===== config.mk =====
export PLATFORM = sky130hd
export DESIGN_NAME = logic_analyzer
export DESIGN_NICKNAME = d
export VERILOG_FILES = /design/src/la_pkg.sv /design/src/la_ctrl_if.sv /design/src/la_trigger.sv /design/src/la_controller.sv /design/src/la_sample_ram.sv /design/src/la_reg_file.sv /design/src/logic_analyzer.sv
export VERILOG_INCLUDE_DIRS = /design/src /design/src/include
export SDC_FILE = /design/constraint.sdc
export NUM_CORES = 1
export LEC_CHECK = 0
export ABC_AREA = 1
export BUFFER_PORTS_ARGS = -buffer_cell sky130_fd_sc_hd__buf_2
export CAP_MARGIN = 20
export CORE_ASPECT_RATIO = 0.5
export CORE_UTILIZATION = 37
export CTS_CLUSTER_DIAMETER = 30
export DETAILED_ROUTE_END_ITERATION = 10
export PLACE_DENSITY = 0.54
export SETUP_SLACK_MARGIN = 0.2
export SKIP_LAST_GASP = 1
export SYNTH_ARGS = -nofsm -noshare
export SYNTH_HDL_FRONTEND = slang
export SYNTH_SLANG_ARGS = --single-unit
export TNS_END_PERCENT = 10

===== constraint.sdc =====
create_clock -name clk -period 3.6 [get_ports clk]
set_input_delay 0.36 -clock clk [delete_from_list [all_inputs] [get_ports clk]]
set_output_delay 0.36 -clock clk [all_outputs]
set_load 0.01 [all_outputs]

===== src/include/la_defs.svh =====
`ifndef LA_DEFS_SVH
`define LA_DEFS_SVH

// number of entries in the circular sample memory, a power of two
`define LA_SAMPLE_DEPTH 64

// address bits of the sample memory
`define LA_ADDR_WIDTH $clog2(`LA_SAMPLE_DEPTH)

// width of the probe bus and of every stored sample
`define LA_PROBE_WIDTH 16

// host register bus
`define LA_REG_ADDR_WIDTH 3
`define LA_REG_DATA_WIDTH 16

`endif


===== src/la_pkg.sv =====
`include "la_defs.svh"

package la_pkg;

    // capture controller state, also visible in the status register
    typedef enum logic [3:0] {
        IDLE             = 0,
        MOVE_TO_POSITION = 1,
        IN_POSITION      = 2,
        CAPTURING        = 3,
        CAPTURED         = 4
    } cap_state_t;

    typedef enum logic [0:0] {
        TRIG_EQUAL  = 0,
        TRIG_RISING = 1
    } trig_mode_t;

    // host register map
    typedef enum logic [`LA_REG_ADDR_WIDTH-1:0] {
        REG_CONTROL      = 0,
        REG_TRIG_MODE    = 1,
        REG_TRIG_MASK    = 2,
        REG_TRIG_VALUE   = 3,
        REG_TRIG_LOC     = 4,
        REG_STATUS       = 5,
        REG_SAMPLE_INDEX = 6,
        REG_SAMPLE_DATA  = 7
    } reg_addr_t;

endpackage


===== src/la_ctrl_if.sv =====
`include "la_defs.svh"

interface la_ctrl_if;

    // requests and configuration from the register file
    logic                                 request_start;
    logic                                 request_stop;
    logic signed [`LA_REG_DATA_WIDTH-1:0] trigger_loc;

    // capture status back to the register file
    la_pkg::cap_state_t                   state;
    logic signed [`LA_REG_DATA_WIDTH-1:0] current_loc;
    // oldest sample of the window, base for the readback address
    logic [`LA_ADDR_WIDTH-1:0]            read_pointer;

    modport regs (
        output request_start,
        output request_stop,
        output trigger_loc,
        input  state,
        input  current_loc,
        input  read_pointer
    );

    modport ctrl (
        input  request_start,
        input  request_stop,
        input  trigger_loc,
        output state,
        output current_loc,
        output read_pointer
    );

endinterface


===== src/la_trigger.sv =====
`include "la_defs.svh"

module la_trigger (
    input  logic                       clk,
    input  logic                       rst_n,
    input  logic [`LA_PROBE_WIDTH-1:0] probe,
    input  la_pkg::trig_mode_t         trig_mode,
    input  logic [`LA_PROBE_WIDTH-1:0] trig_mask,
    input  logic [`LA_PROBE_WIDTH-1:0] trig_value,
    output logic                       trig,
    output logic [`LA_PROBE_WIDTH-1:0] sample
);

    // current registered probe and the one before it
    logic [`LA_PROBE_WIDTH-1:0] cur_q;
    logic [`LA_PROBE_WIDTH-1:0] prev_q;

    // marks which of the two sample stages hold real data
    logic [1:0] valid_q;

    logic eq_hit;
    logic rise_hit;

    always_ff @(posedge clk) begin
        cur_q  <= probe;
        prev_q <= cur_q;
    end

    always_ff @(posedge clk) begin
        if (!rst_n) begin
            valid_q <= 2'b00;
        end else begin
            valid_q <= {valid_q[0], 1'b1};
        end
    end

    // masked equality on the newest sample
    assign eq_hit = ((cur_q ^ trig_value) & trig_mask) == '0;

    // any masked bit going from 0 to 1 between the last two samples
    assign rise_hit = |(cur_q & ~prev_q & trig_mask);

    always_comb begin
        trig = 1'b0;
        if (valid_q[0]) begin
            case (trig_mode)
                la_pkg::TRIG_EQUAL:  trig = eq_hit;
                la_pkg::TRIG_RISING: trig = rise_hit & valid_q[1];
                default:             trig = 1'b0;
            endcase
        end
    end

    // the controller writes one cycle after it sees trig, so the stored
    // stream comes from the previous-sample stage, which is the trigger
    // sample by then
    assign sample = prev_q;

endmodule


===== src/la_controller.sv =====
`include "la_defs.svh"

module la_controller (
    input  logic                      clk,
    input  logic                      rst_n,
    la_ctrl_if.ctrl                   ctrl,
    input  logic                      trig,
    output logic [`LA_ADDR_WIDTH-1:0] wr_addr,
    output logic                      wr_en
);

    localparam int DEPTH = `LA_SAMPLE_DEPTH;
    localparam int AW    = `LA_ADDR_WIDTH;
    localparam int DW    = `LA_REG_DATA_WIDTH;

    la_pkg::cap_state_t   state;
    logic signed [DW-1:0] current_loc;
    logic signed [DW-1:0] next_loc;

    // previous request levels for edge detection
    logic start_d;
    logic stop_d;
    logic start_edge;
    logic stop_edge;

    // registered buffer commands
    logic acquire;
    logic pop;
    logic clear;

    // pointers carry one extra bit so that full and empty differ
    logic [AW:0] write_pointer;
    logic [AW:0] read_pointer;
    logic [AW:0] fill;
    logic        full;

    assign start_edge = ctrl.request_start & ~start_d;
    assign stop_edge  = ctrl.request_stop & ~stop_d;
    assign next_loc   = current_loc + DW'(1);

    assign fill = write_pointer - read_pointer;
    assign full = (fill == (AW+1)'(DEPTH));

    always_ff @(posedge clk) begin
        if (!rst_n) begin
            state       <= la_pkg::IDLE;
            current_loc <= '0;
            start_d     <= 1'b0;
            stop_d      <= 1'b0;
            acquire     <= 1'b0;
            pop         <= 1'b0;
            clear       <= 1'b0;
        end else begin
            start_d <= ctrl.request_start;
            stop_d  <= ctrl.request_stop;
            acquire <= 1'b0;
            pop     <= 1'b0;
            clear   <= 1'b0;
            case (state)
                la_pkg::IDLE: begin
                    current_loc <= '0;
                    clear       <= 1'b1;
                    if (start_edge) begin
                        clear <= 1'b0;
                        // no pre-trigger samples wanted, start sliding at once
                        if (ctrl.trigger_loc <= 0) begin
                            state <= la_pkg::IN_POSITION;
                        end else begin
                            state <= la_pkg::MOVE_TO_POSITION;
                        end
                    end
                end
                la_pkg::MOVE_TO_POSITION: begin
                    acquire     <= 1'b1;
                    current_loc <= next_loc;
                    if (next_loc >= ctrl.trigger_loc) begin
                        state <= la_pkg::IN_POSITION;
                    end
                end
                la_pkg::IN_POSITION: begin
                    // window slides until the trigger, then stops popping
                    acquire <= 1'b1;
                    pop     <= ~trig;
                    if (trig) begin
                        state <= la_pkg::CAPTURING;
                    end
                end
                la_pkg::CAPTURING: begin
                    acquire <= 1'b1;
                    if (full) begin
                        acquire <= 1'b0;
                        state   <= la_pkg::CAPTURED;
                    end
                end
                la_pkg::CAPTURED: begin
                    if (stop_edge) begin
                        state <= la_pkg::IDLE;
                    end
                end
                default: state <= la_pkg::IDLE;
            endcase
        end
    end

    assign wr_en   = acquire & ~full;
    assign wr_addr = write_pointer[AW-1:0];

    always_ff @(posedge clk) begin
        if (!rst_n) begin
            write_pointer <= '0;
            read_pointer  <= '0;
        end else begin
            if (wr_en) begin
                write_pointer <= write_pointer + 1'b1;
            end
            // an empty window may still pop the sample written this cycle
            if (clear) begin
                read_pointer <= write_pointer;
            end else if (pop && (fill != '0 || wr_en)) begin
                read_pointer <= read_pointer + 1'b1;
            end
        end
    end

    assign ctrl.state        = state;
    assign ctrl.current_loc  = current_loc;
    assign ctrl.read_pointer = read_pointer[AW-1:0];

    a_fill_bound: assert property (@(posedge clk) disable iff (!rst_n)
        fill <= (AW+1)'(DEPTH))
        else $error("sample buffer fill count above depth");

    a_no_write_at_rest: assert property (@(posedge clk) disable iff (!rst_n)
        (state inside {la_pkg::IDLE, la_pkg::CAPTURED}) |-> !wr_en)
        else $error("sample write while idle or captured");

    // the trigger sample must land at logical index trigger_loc
    a_trigger_position: assert property (@(posedge clk) disable iff (!rst_n)
        (state == la_pkg::IN_POSITION && trig && ctrl.trigger_loc >= 0 &&
         ctrl.trigger_loc < DEPTH)
        |=> (wr_en && fill == ctrl.trigger_loc[AW:0]))
        else $error("trigger sample not stored at trigger_loc");

endmodule


===== src/la_sample_ram.sv =====
`include "la_defs.svh"

module la_sample_ram (
    input  logic                       clk,
    input  logic                       wr_en,
    input  logic [`LA_ADDR_WIDTH-1:0]  wr_addr,
    input  logic [`LA_PROBE_WIDTH-1:0] wr_data,
    input  logic [`LA_ADDR_WIDTH-1:0]  rd_addr,
    output logic [`LA_PROBE_WIDTH-1:0] rd_data
);

    localparam int DEPTH = `LA_SAMPLE_DEPTH;
    localparam int W     = `LA_PROBE_WIDTH;

    // circular sample store, one write and one read port
    logic [W-1:0] mem [DEPTH];

    // write port driven by the capture controller
    always_ff @(posedge clk) begin
        if (wr_en) begin
            mem[wr_addr] <= wr_data;
        end
    end

    // registered read for the host readback path
    always_ff @(posedge clk) begin
        rd_data <= mem[rd_addr];
    end

endmodule


===== src/la_reg_file.sv =====
`include "la_defs.svh"

module la_reg_file (
    input  logic                          clk,
    input  logic                          rst_n,
    input  logic [`LA_REG_ADDR_WIDTH-1:0] reg_addr,
    input  logic [`LA_REG_DATA_WIDTH-1:0] reg_wdata,
    input  logic                          reg_write,
    input  logic                          reg_read,
    output logic [`LA_REG_DATA_WIDTH-1:0] reg_rdata,
    output logic                          reg_rvalid,
    la_ctrl_if.regs                       ctrl,
    output la_pkg::trig_mode_t            trig_mode,
    output logic [`LA_PROBE_WIDTH-1:0]    trig_mask,
    output logic [`LA_PROBE_WIDTH-1:0]    trig_value,
    output logic [`LA_ADDR_WIDTH-1:0]     ram_rd_addr,
    input  logic [`LA_PROBE_WIDTH-1:0]    ram_rd_data
);

    localparam int DW = `LA_REG_DATA_WIDTH;
    localparam int SW = $bits(la_pkg::cap_state_t);

    la_pkg::reg_addr_t         sel;
    la_pkg::reg_addr_t         rd_sel_q;
    logic                      start_q;
    logic                      stop_q;
    logic signed [DW-1:0]      trigger_loc_q;
    logic [`LA_ADDR_WIDTH-1:0] sample_index;
    logic [DW-1:0]             rd_mux;
    logic [DW-1:0]             rd_data_q;
    logic                      rd_pend;

    assign sel = la_pkg::reg_addr_t'(reg_addr);

    always_ff @(posedge clk) begin
        if (!rst_n) begin
            start_q       <= 1'b0;
            stop_q        <= 1'b0;
            trig_mode     <= la_pkg::TRIG_EQUAL;
            trig_mask     <= '0;
            trig_value    <= '0;
            trigger_loc_q <= '0;
            sample_index  <= '0;
        end else if (reg_write) begin
            case (sel)
                la_pkg::REG_CONTROL: begin
                    start_q <= reg_wdata[0];
                    stop_q  <= reg_wdata[1];
                end
                la_pkg::REG_TRIG_MODE:    trig_mode <= la_pkg::trig_mode_t'(reg_wdata[0]);
                la_pkg::REG_TRIG_MASK:    trig_mask <= reg_wdata[`LA_PROBE_WIDTH-1:0];
                la_pkg::REG_TRIG_VALUE:   trig_value <= reg_wdata[`LA_PROBE_WIDTH-1:0];
                la_pkg::REG_TRIG_LOC:     trigger_loc_q <= reg_wdata;
                la_pkg::REG_SAMPLE_INDEX: sample_index <= reg_wdata[`LA_ADDR_WIDTH-1:0];
                default: ;
            endcase
        end
    end

    // status packs the state in the low nibble, position above it
    always_comb begin
        case (sel)
            la_pkg::REG_CONTROL:      rd_mux = DW'({stop_q, start_q});
            la_pkg::REG_TRIG_MODE:    rd_mux = DW'(trig_mode);
            la_pkg::REG_TRIG_MASK:    rd_mux = DW'(trig_mask);
            la_pkg::REG_TRIG_VALUE:   rd_mux = DW'(trig_value);
            la_pkg::REG_TRIG_LOC:     rd_mux = trigger_loc_q;
            la_pkg::REG_STATUS:       rd_mux = {ctrl.current_loc[DW-SW-1:0], ctrl.state};
            la_pkg::REG_SAMPLE_INDEX: rd_mux = DW'(sample_index);
            default:                  rd_mux = '0;
        endcase
    end

    // logical index 0 is the oldest sample of the capture
    assign ram_rd_addr = ctrl.read_pointer + sample_index;

    // two-stage read, the second stage picks memory data when needed
    always_ff @(posedge clk) begin
        if (!rst_n) begin
            rd_pend    <= 1'b0;
            reg_rvalid <= 1'b0;
        end else begin
            rd_pend    <= reg_read;
            reg_rvalid <= rd_pend;
        end
    end

    always_ff @(posedge clk) begin
        if (reg_read) begin
            rd_sel_q  <= sel;
            rd_data_q <= rd_mux;
        end
        if (rd_pend) begin
            if (rd_sel_q == la_pkg::REG_SAMPLE_DATA) begin
                reg_rdata <= DW'(ram_rd_data);
            end else begin
                reg_rdata <= rd_data_q;
            end
        end
    end

    assign ctrl.request_start = start_q;
    assign ctrl.request_stop  = stop_q;
    assign ctrl.trigger_loc   = trigger_loc_q;

    a_single_read: assert property (@(posedge clk) disable iff (!rst_n)
        rd_pend |-> !reg_read)
        else $error("read strobe while a read is still pending");

endmodule


===== src/logic_analyzer.sv =====
`include "la_defs.svh"

module logic_analyzer (
    input  logic                          clk,
    input  logic                          rst_n,
    input  logic [`LA_PROBE_WIDTH-1:0]    probe,
    input  logic [`LA_REG_ADDR_WIDTH-1:0] reg_addr,
    input  logic [`LA_REG_DATA_WIDTH-1:0] reg_wdata,
    input  logic                          reg_write,
    input  logic                          reg_read,
    output logic [`LA_REG_DATA_WIDTH-1:0] reg_rdata,
    output logic                          reg_rvalid
);

    // trigger configuration
    la_pkg::trig_mode_t         trig_mode;
    logic [`LA_PROBE_WIDTH-1:0] trig_mask;
    logic [`LA_PROBE_WIDTH-1:0] trig_value;

    // sample stream and trigger
    logic                       trig;
    logic [`LA_PROBE_WIDTH-1:0] sample;

    // sample memory ports
    logic [`LA_ADDR_WIDTH-1:0]  wr_addr;
    logic                       wr_en;
    logic [`LA_ADDR_WIDTH-1:0]  ram_rd_addr;
    logic [`LA_PROBE_WIDTH-1:0] ram_rd_data;

    la_ctrl_if ctrl_bus ();

    la_reg_file u_reg_file (
        .clk         (clk),
        .rst_n       (rst_n),
        .reg_addr    (reg_addr),
        .reg_wdata   (reg_wdata),
        .reg_write   (reg_write),
        .reg_read    (reg_read),
        .reg_rdata   (reg_rdata),
        .reg_rvalid  (reg_rvalid),
        .ctrl        (ctrl_bus.regs),
        .trig_mode   (trig_mode),
        .trig_mask   (trig_mask),
        .trig_value  (trig_value),
        .ram_rd_addr (ram_rd_addr),
        .ram_rd_data (ram_rd_data)
    );

    la_trigger u_trigger (
        .clk        (clk),
        .rst_n      (rst_n),
        .probe      (probe),
        .trig_mode  (trig_mode),
        .trig_mask  (trig_mask),
        .trig_value (trig_value),
        .trig       (trig),
        .sample     (sample)
    );

    la_controller u_controller (
        .clk     (clk),
        .rst_n   (rst_n),
        .ctrl    (ctrl_bus.ctrl),
        .trig    (trig),
        .wr_addr (wr_addr),
        .wr_en   (wr_en)
    );

    la_sample_ram u_sample_ram (
        .clk     (clk),
        .wr_en   (wr_en),
        .wr_addr (wr_addr),
        .wr_data (sample),
        .rd_addr (ram_rd_addr),
        .rd_data (ram_rd_data)
    );

endmodule


==> results_dict.tcl <==
set metrics [dict create \
    setup_viol 0 \
    die_w_um 514 \
    synth_area_leader_cell "edfxtp_1" \
    numCtsBuffers 165 \
    cts_tree "done" \
    grt_max_degree 124 \
    fin_skew_ns 0.0260 \
    synthSimpleGateAreaFrac_pct 10.7 \
    post_cts_buffers 0 \
    synth-seq-area-share_pct 71.5 \
    drt-initial-drc-count 3806 \
    max_freq_mhz 290 \
    p_seq_share_pct 39.6 \
    synth_top_family_by_area "compound AO/OA/AOI/OAI gates" \
    grt_pass1_vias 32100 \
    clock_power_share_pct 41.5 \
    synth_area_per_cell_um2 12.1 \
    grt_pass1_wl_mm 214 \
    muxShareOfSynthArea_pct 0.371 \
    finalSetupTns_ns 0 \
    clk_latency_ns 0.78 \
    yosys.area.top_type_share_pct 65.5 \
    synthesis.nets 4091 \
    core_region_area_um2 130000 \
    yosys_warnings 0 \
    ctsRootBufferMaster "clkbuf_16" \
    synth_compound_area_share_pct 12.7 \
    cts_buffer_depth 3 \
    placed_area_um2 51800 \
    end_kind "flip-flop" \
    yosysMostFrequentCell "edfxtp_1" \
    grt_use_total_pct 21.8 \
    antenna_found_initial 6 \
    ys_types 49 \
    gp_congestion 0.852 \
    vias 33500 \
    hold_ws_ns 0.0383 \
    holdCritPathClass "primary input to flip-flop" \
    die_area_um2 133000 \
    period_share_pct 95.8 \
    cts_sinks 1206 \
    fin_util_pct 44.7 \
    worstMarginPinSlew_ns 1.02 \
    area_delta_synth_final_pct 19.2 \
    internal_power_uw 27800 \
    start_util_pct 37.5 \
    ir_worst_vdd_mv 0.419 \
    netSwitchingFraction_pct 30.4 \
    synth.cell_area_um2 48600 \
    portBuffers 55 \
    grt_overflow_total 0 \
    synthFlopType "edfxtp_1" \
    synth.area.top_cells "edfxtp_1 (65%), dfxtp_1 (6.1%), o21ai_0 (6.0%)" \
    finalWirelength_mm 146 \
    timing.final.crit_period_ns 3.45 \
    final_area_um2 57900 \
    status "completed" \
    cp.arrival_ns 4.16 \
    slew_headroom_pct 31.7 \
    synth_common_cells "edfxtp_1 (1,059), nor2_1 (740), o21ai_0 (579), nand2_1 (358), nand3_1 (154)" \
    drt_drc_violations_left 0 \
    ys_async_sr_fraction_pct 0 \
    synthXorXnorAreaFrac_pct 0.448 \
    comb_power_share_pct 18.9 \
    cp.required_ns 4.31 \
    dp_hpwl_mm 85.9 \
    cap_violations 0 \
    power_density_nw_per_um2 689 \
    drive_above_1_share_pct 14.1 \
    synth_edf_count 1059 \
    leakage_uw 0.0196 \
    wire_per_inst_um 23.9 \
    rsz0062_at_grt "yes" \
    io_pins 56 \
    std_cell_rows 93 \
    nets 4285 \
    cts.htree.levels 4 \
    start_kind "flip-flop" \
    die_h_um 258 \
    synth_adder_area_share_pct 0.814 \
    ys_seq_elements 1206 \
    path_class "flip-flop to flip-flop" \
    finalPower_uw 39900 \
    finalHoldViolations 0 \
    syn_inst 4021 \
    slew_viol_final 0 \
    power_switching_uw 12100 \
    dr.pass1.iters 6 \
    clk_pin_slew_ns 0.06 \
    ant_nets 0 \
    critPathMaxFanout 48 \
    vias_per_cell 5.48 \
]
layout make-up:
| type | count | area [um2] |
|---|---|---|
| flip-flops and latches | 1206 | 34800 |
| fillers | 11600 | 71600 |
| clock buffers | 183 | 4350 |
| repair buffers | 276 | 2430 |
| multi-input cells | 2428 | 12300 |
| clock inverters | 127 | 1310 |
| well taps | 1757 | 2200 |
| diodes | 1 | 2.50 |
| inverters | 138 | 542 |
power by group through the flow:
stage | combinational [uW] | sequential (uW) | clock [uW]
after floorplan | 4810 | 16000 | 0
after global placement | 7390 | 16100 | 0
after detailed placement | 7450 | 16100 | 0
after CTS | 7510 | 15800 | 16800
after global routing | 8290 | 15800 | 17300
final | 7530 | 15800 | 16600
logic make-up (layout without fill, tap and decap cells):
kind of cell,after synthesis,count (layout)
AO/OA/AOI/OAI,1065,1065
flip-flops,1206,1206
adder cells (fa/ha/maj),31,31
XOR/XNOR,24,24
AND/OR/NAND/NOR,1292,1292
multiplexers,16,16
buffers and inverters,387,724
other,0,1
critical path: stages, from the launching register on:
cell and delay, ns:
dfxtp_2 0.36, ha_4 0.18, fa_4 0.91, buf_12 0.25, buf_4 0.21, o21ai_0 0.09, o211ai_1 0.33, nand3_1 0.27
a21oi_2 0.36, a21oi_1 0.18, o21ai_1 0.19
per-stage QoR:
step	setup WS (ns)	std cells
4_1_cts	0.103	6115
3_3_place_gp	0.138	5769
2_1_floorplan	0.647	4021
6_report	0.152	6116
5_1_grt	0.133	6115
3_5_place_dp	0.106	5769
path summary, 6_finish.rpt:
check	startpoint	end	slack, ns	depth (start not counted)
max	u_controller.read_pointer[0]	u_sample_ram.rd_data[11]	0.15	10
min	reg_read	u_reg_file.rd_pend	0.04	3
max reg2reg	u_controller.read_pointer[0]	u_sample_ram.rd_data[11]	0.15	10
min reg2reg	u_trigger.cur_q[10]	u_trigger.sample[10]	0.38	0
what timing repair did:
item	4_1_cts	5_1_grt
gates resized for setup	1	8
hold buffers	36	0
endpoints found under the hold margin	75	0
endpoints found under the setup margin	5	16
flip-flops by register name, summed over array words and instances, names as in the netlist, 2 cells and up:
name / count
u_controller.ctrl.current_loc: 16
u_controller.ctrl.state: 3
u_reg_file.rd_data_q: 16
u_reg_file.rd_sel_q: 3
u_reg_file.trig_mask: 16
u_controller.read_pointer: 7
u_controller.write_pointer: 7
u_reg_file.reg_rdata: 16
u_trigger.sample: 16
u_reg_file.sample_index: 6
u_reg_file.trig_value: 16
u_sample_ram.mem: 1024
u_trigger.valid_q: 2
u_reg_file.ctrl.trigger_loc: 16
u_sample_ram.rd_data: 16
u_trigger.cur_q: 16
cell usage in the layout, fill, tap and decap left out, types with 11 or more instances in the layout:
master	instances
clkinvlp_4	22
nand3_1	153
buf_4	153
clkbuf_16	171
dlygate4sd3_1	36
buf_12	31
clkinv_2	28
o221ai_1	98
edfxtp_1	1059
mux2_2	16
dfxtp_2	18
o22ai_1	100
bufinv_16	16
o21ai_1	33
nand2_1	358
a31oi_1	17
a21oi_1	128
ha_1	29
nor2_1	728
clkinv_4	15
xor2_1	11
nor2_2	13
buf_2	55
dfxtp_1	129
nand4_1	13
inv_1	126
inv_6	27
clkinv_1	12
o211ai_1	80
o21ai_0	579
o2111ai_1	12
per-layer routing:
| metal | vias to the layer above | routed length (um) | GRT usage, % |
|---|---|---|---|
| met5 | - | 0 | 0 |
| met1 | 16800 | 65500 | 31.8 |
| met3 | 212 | 12000 | 3.57 |
| met4 | 0 | 3330 | 6.96 |
| met2 | 1413 | 65100 | 33.0 |
| li1 | 15100 | - | - |
Power figures use the tool's default switching activity.
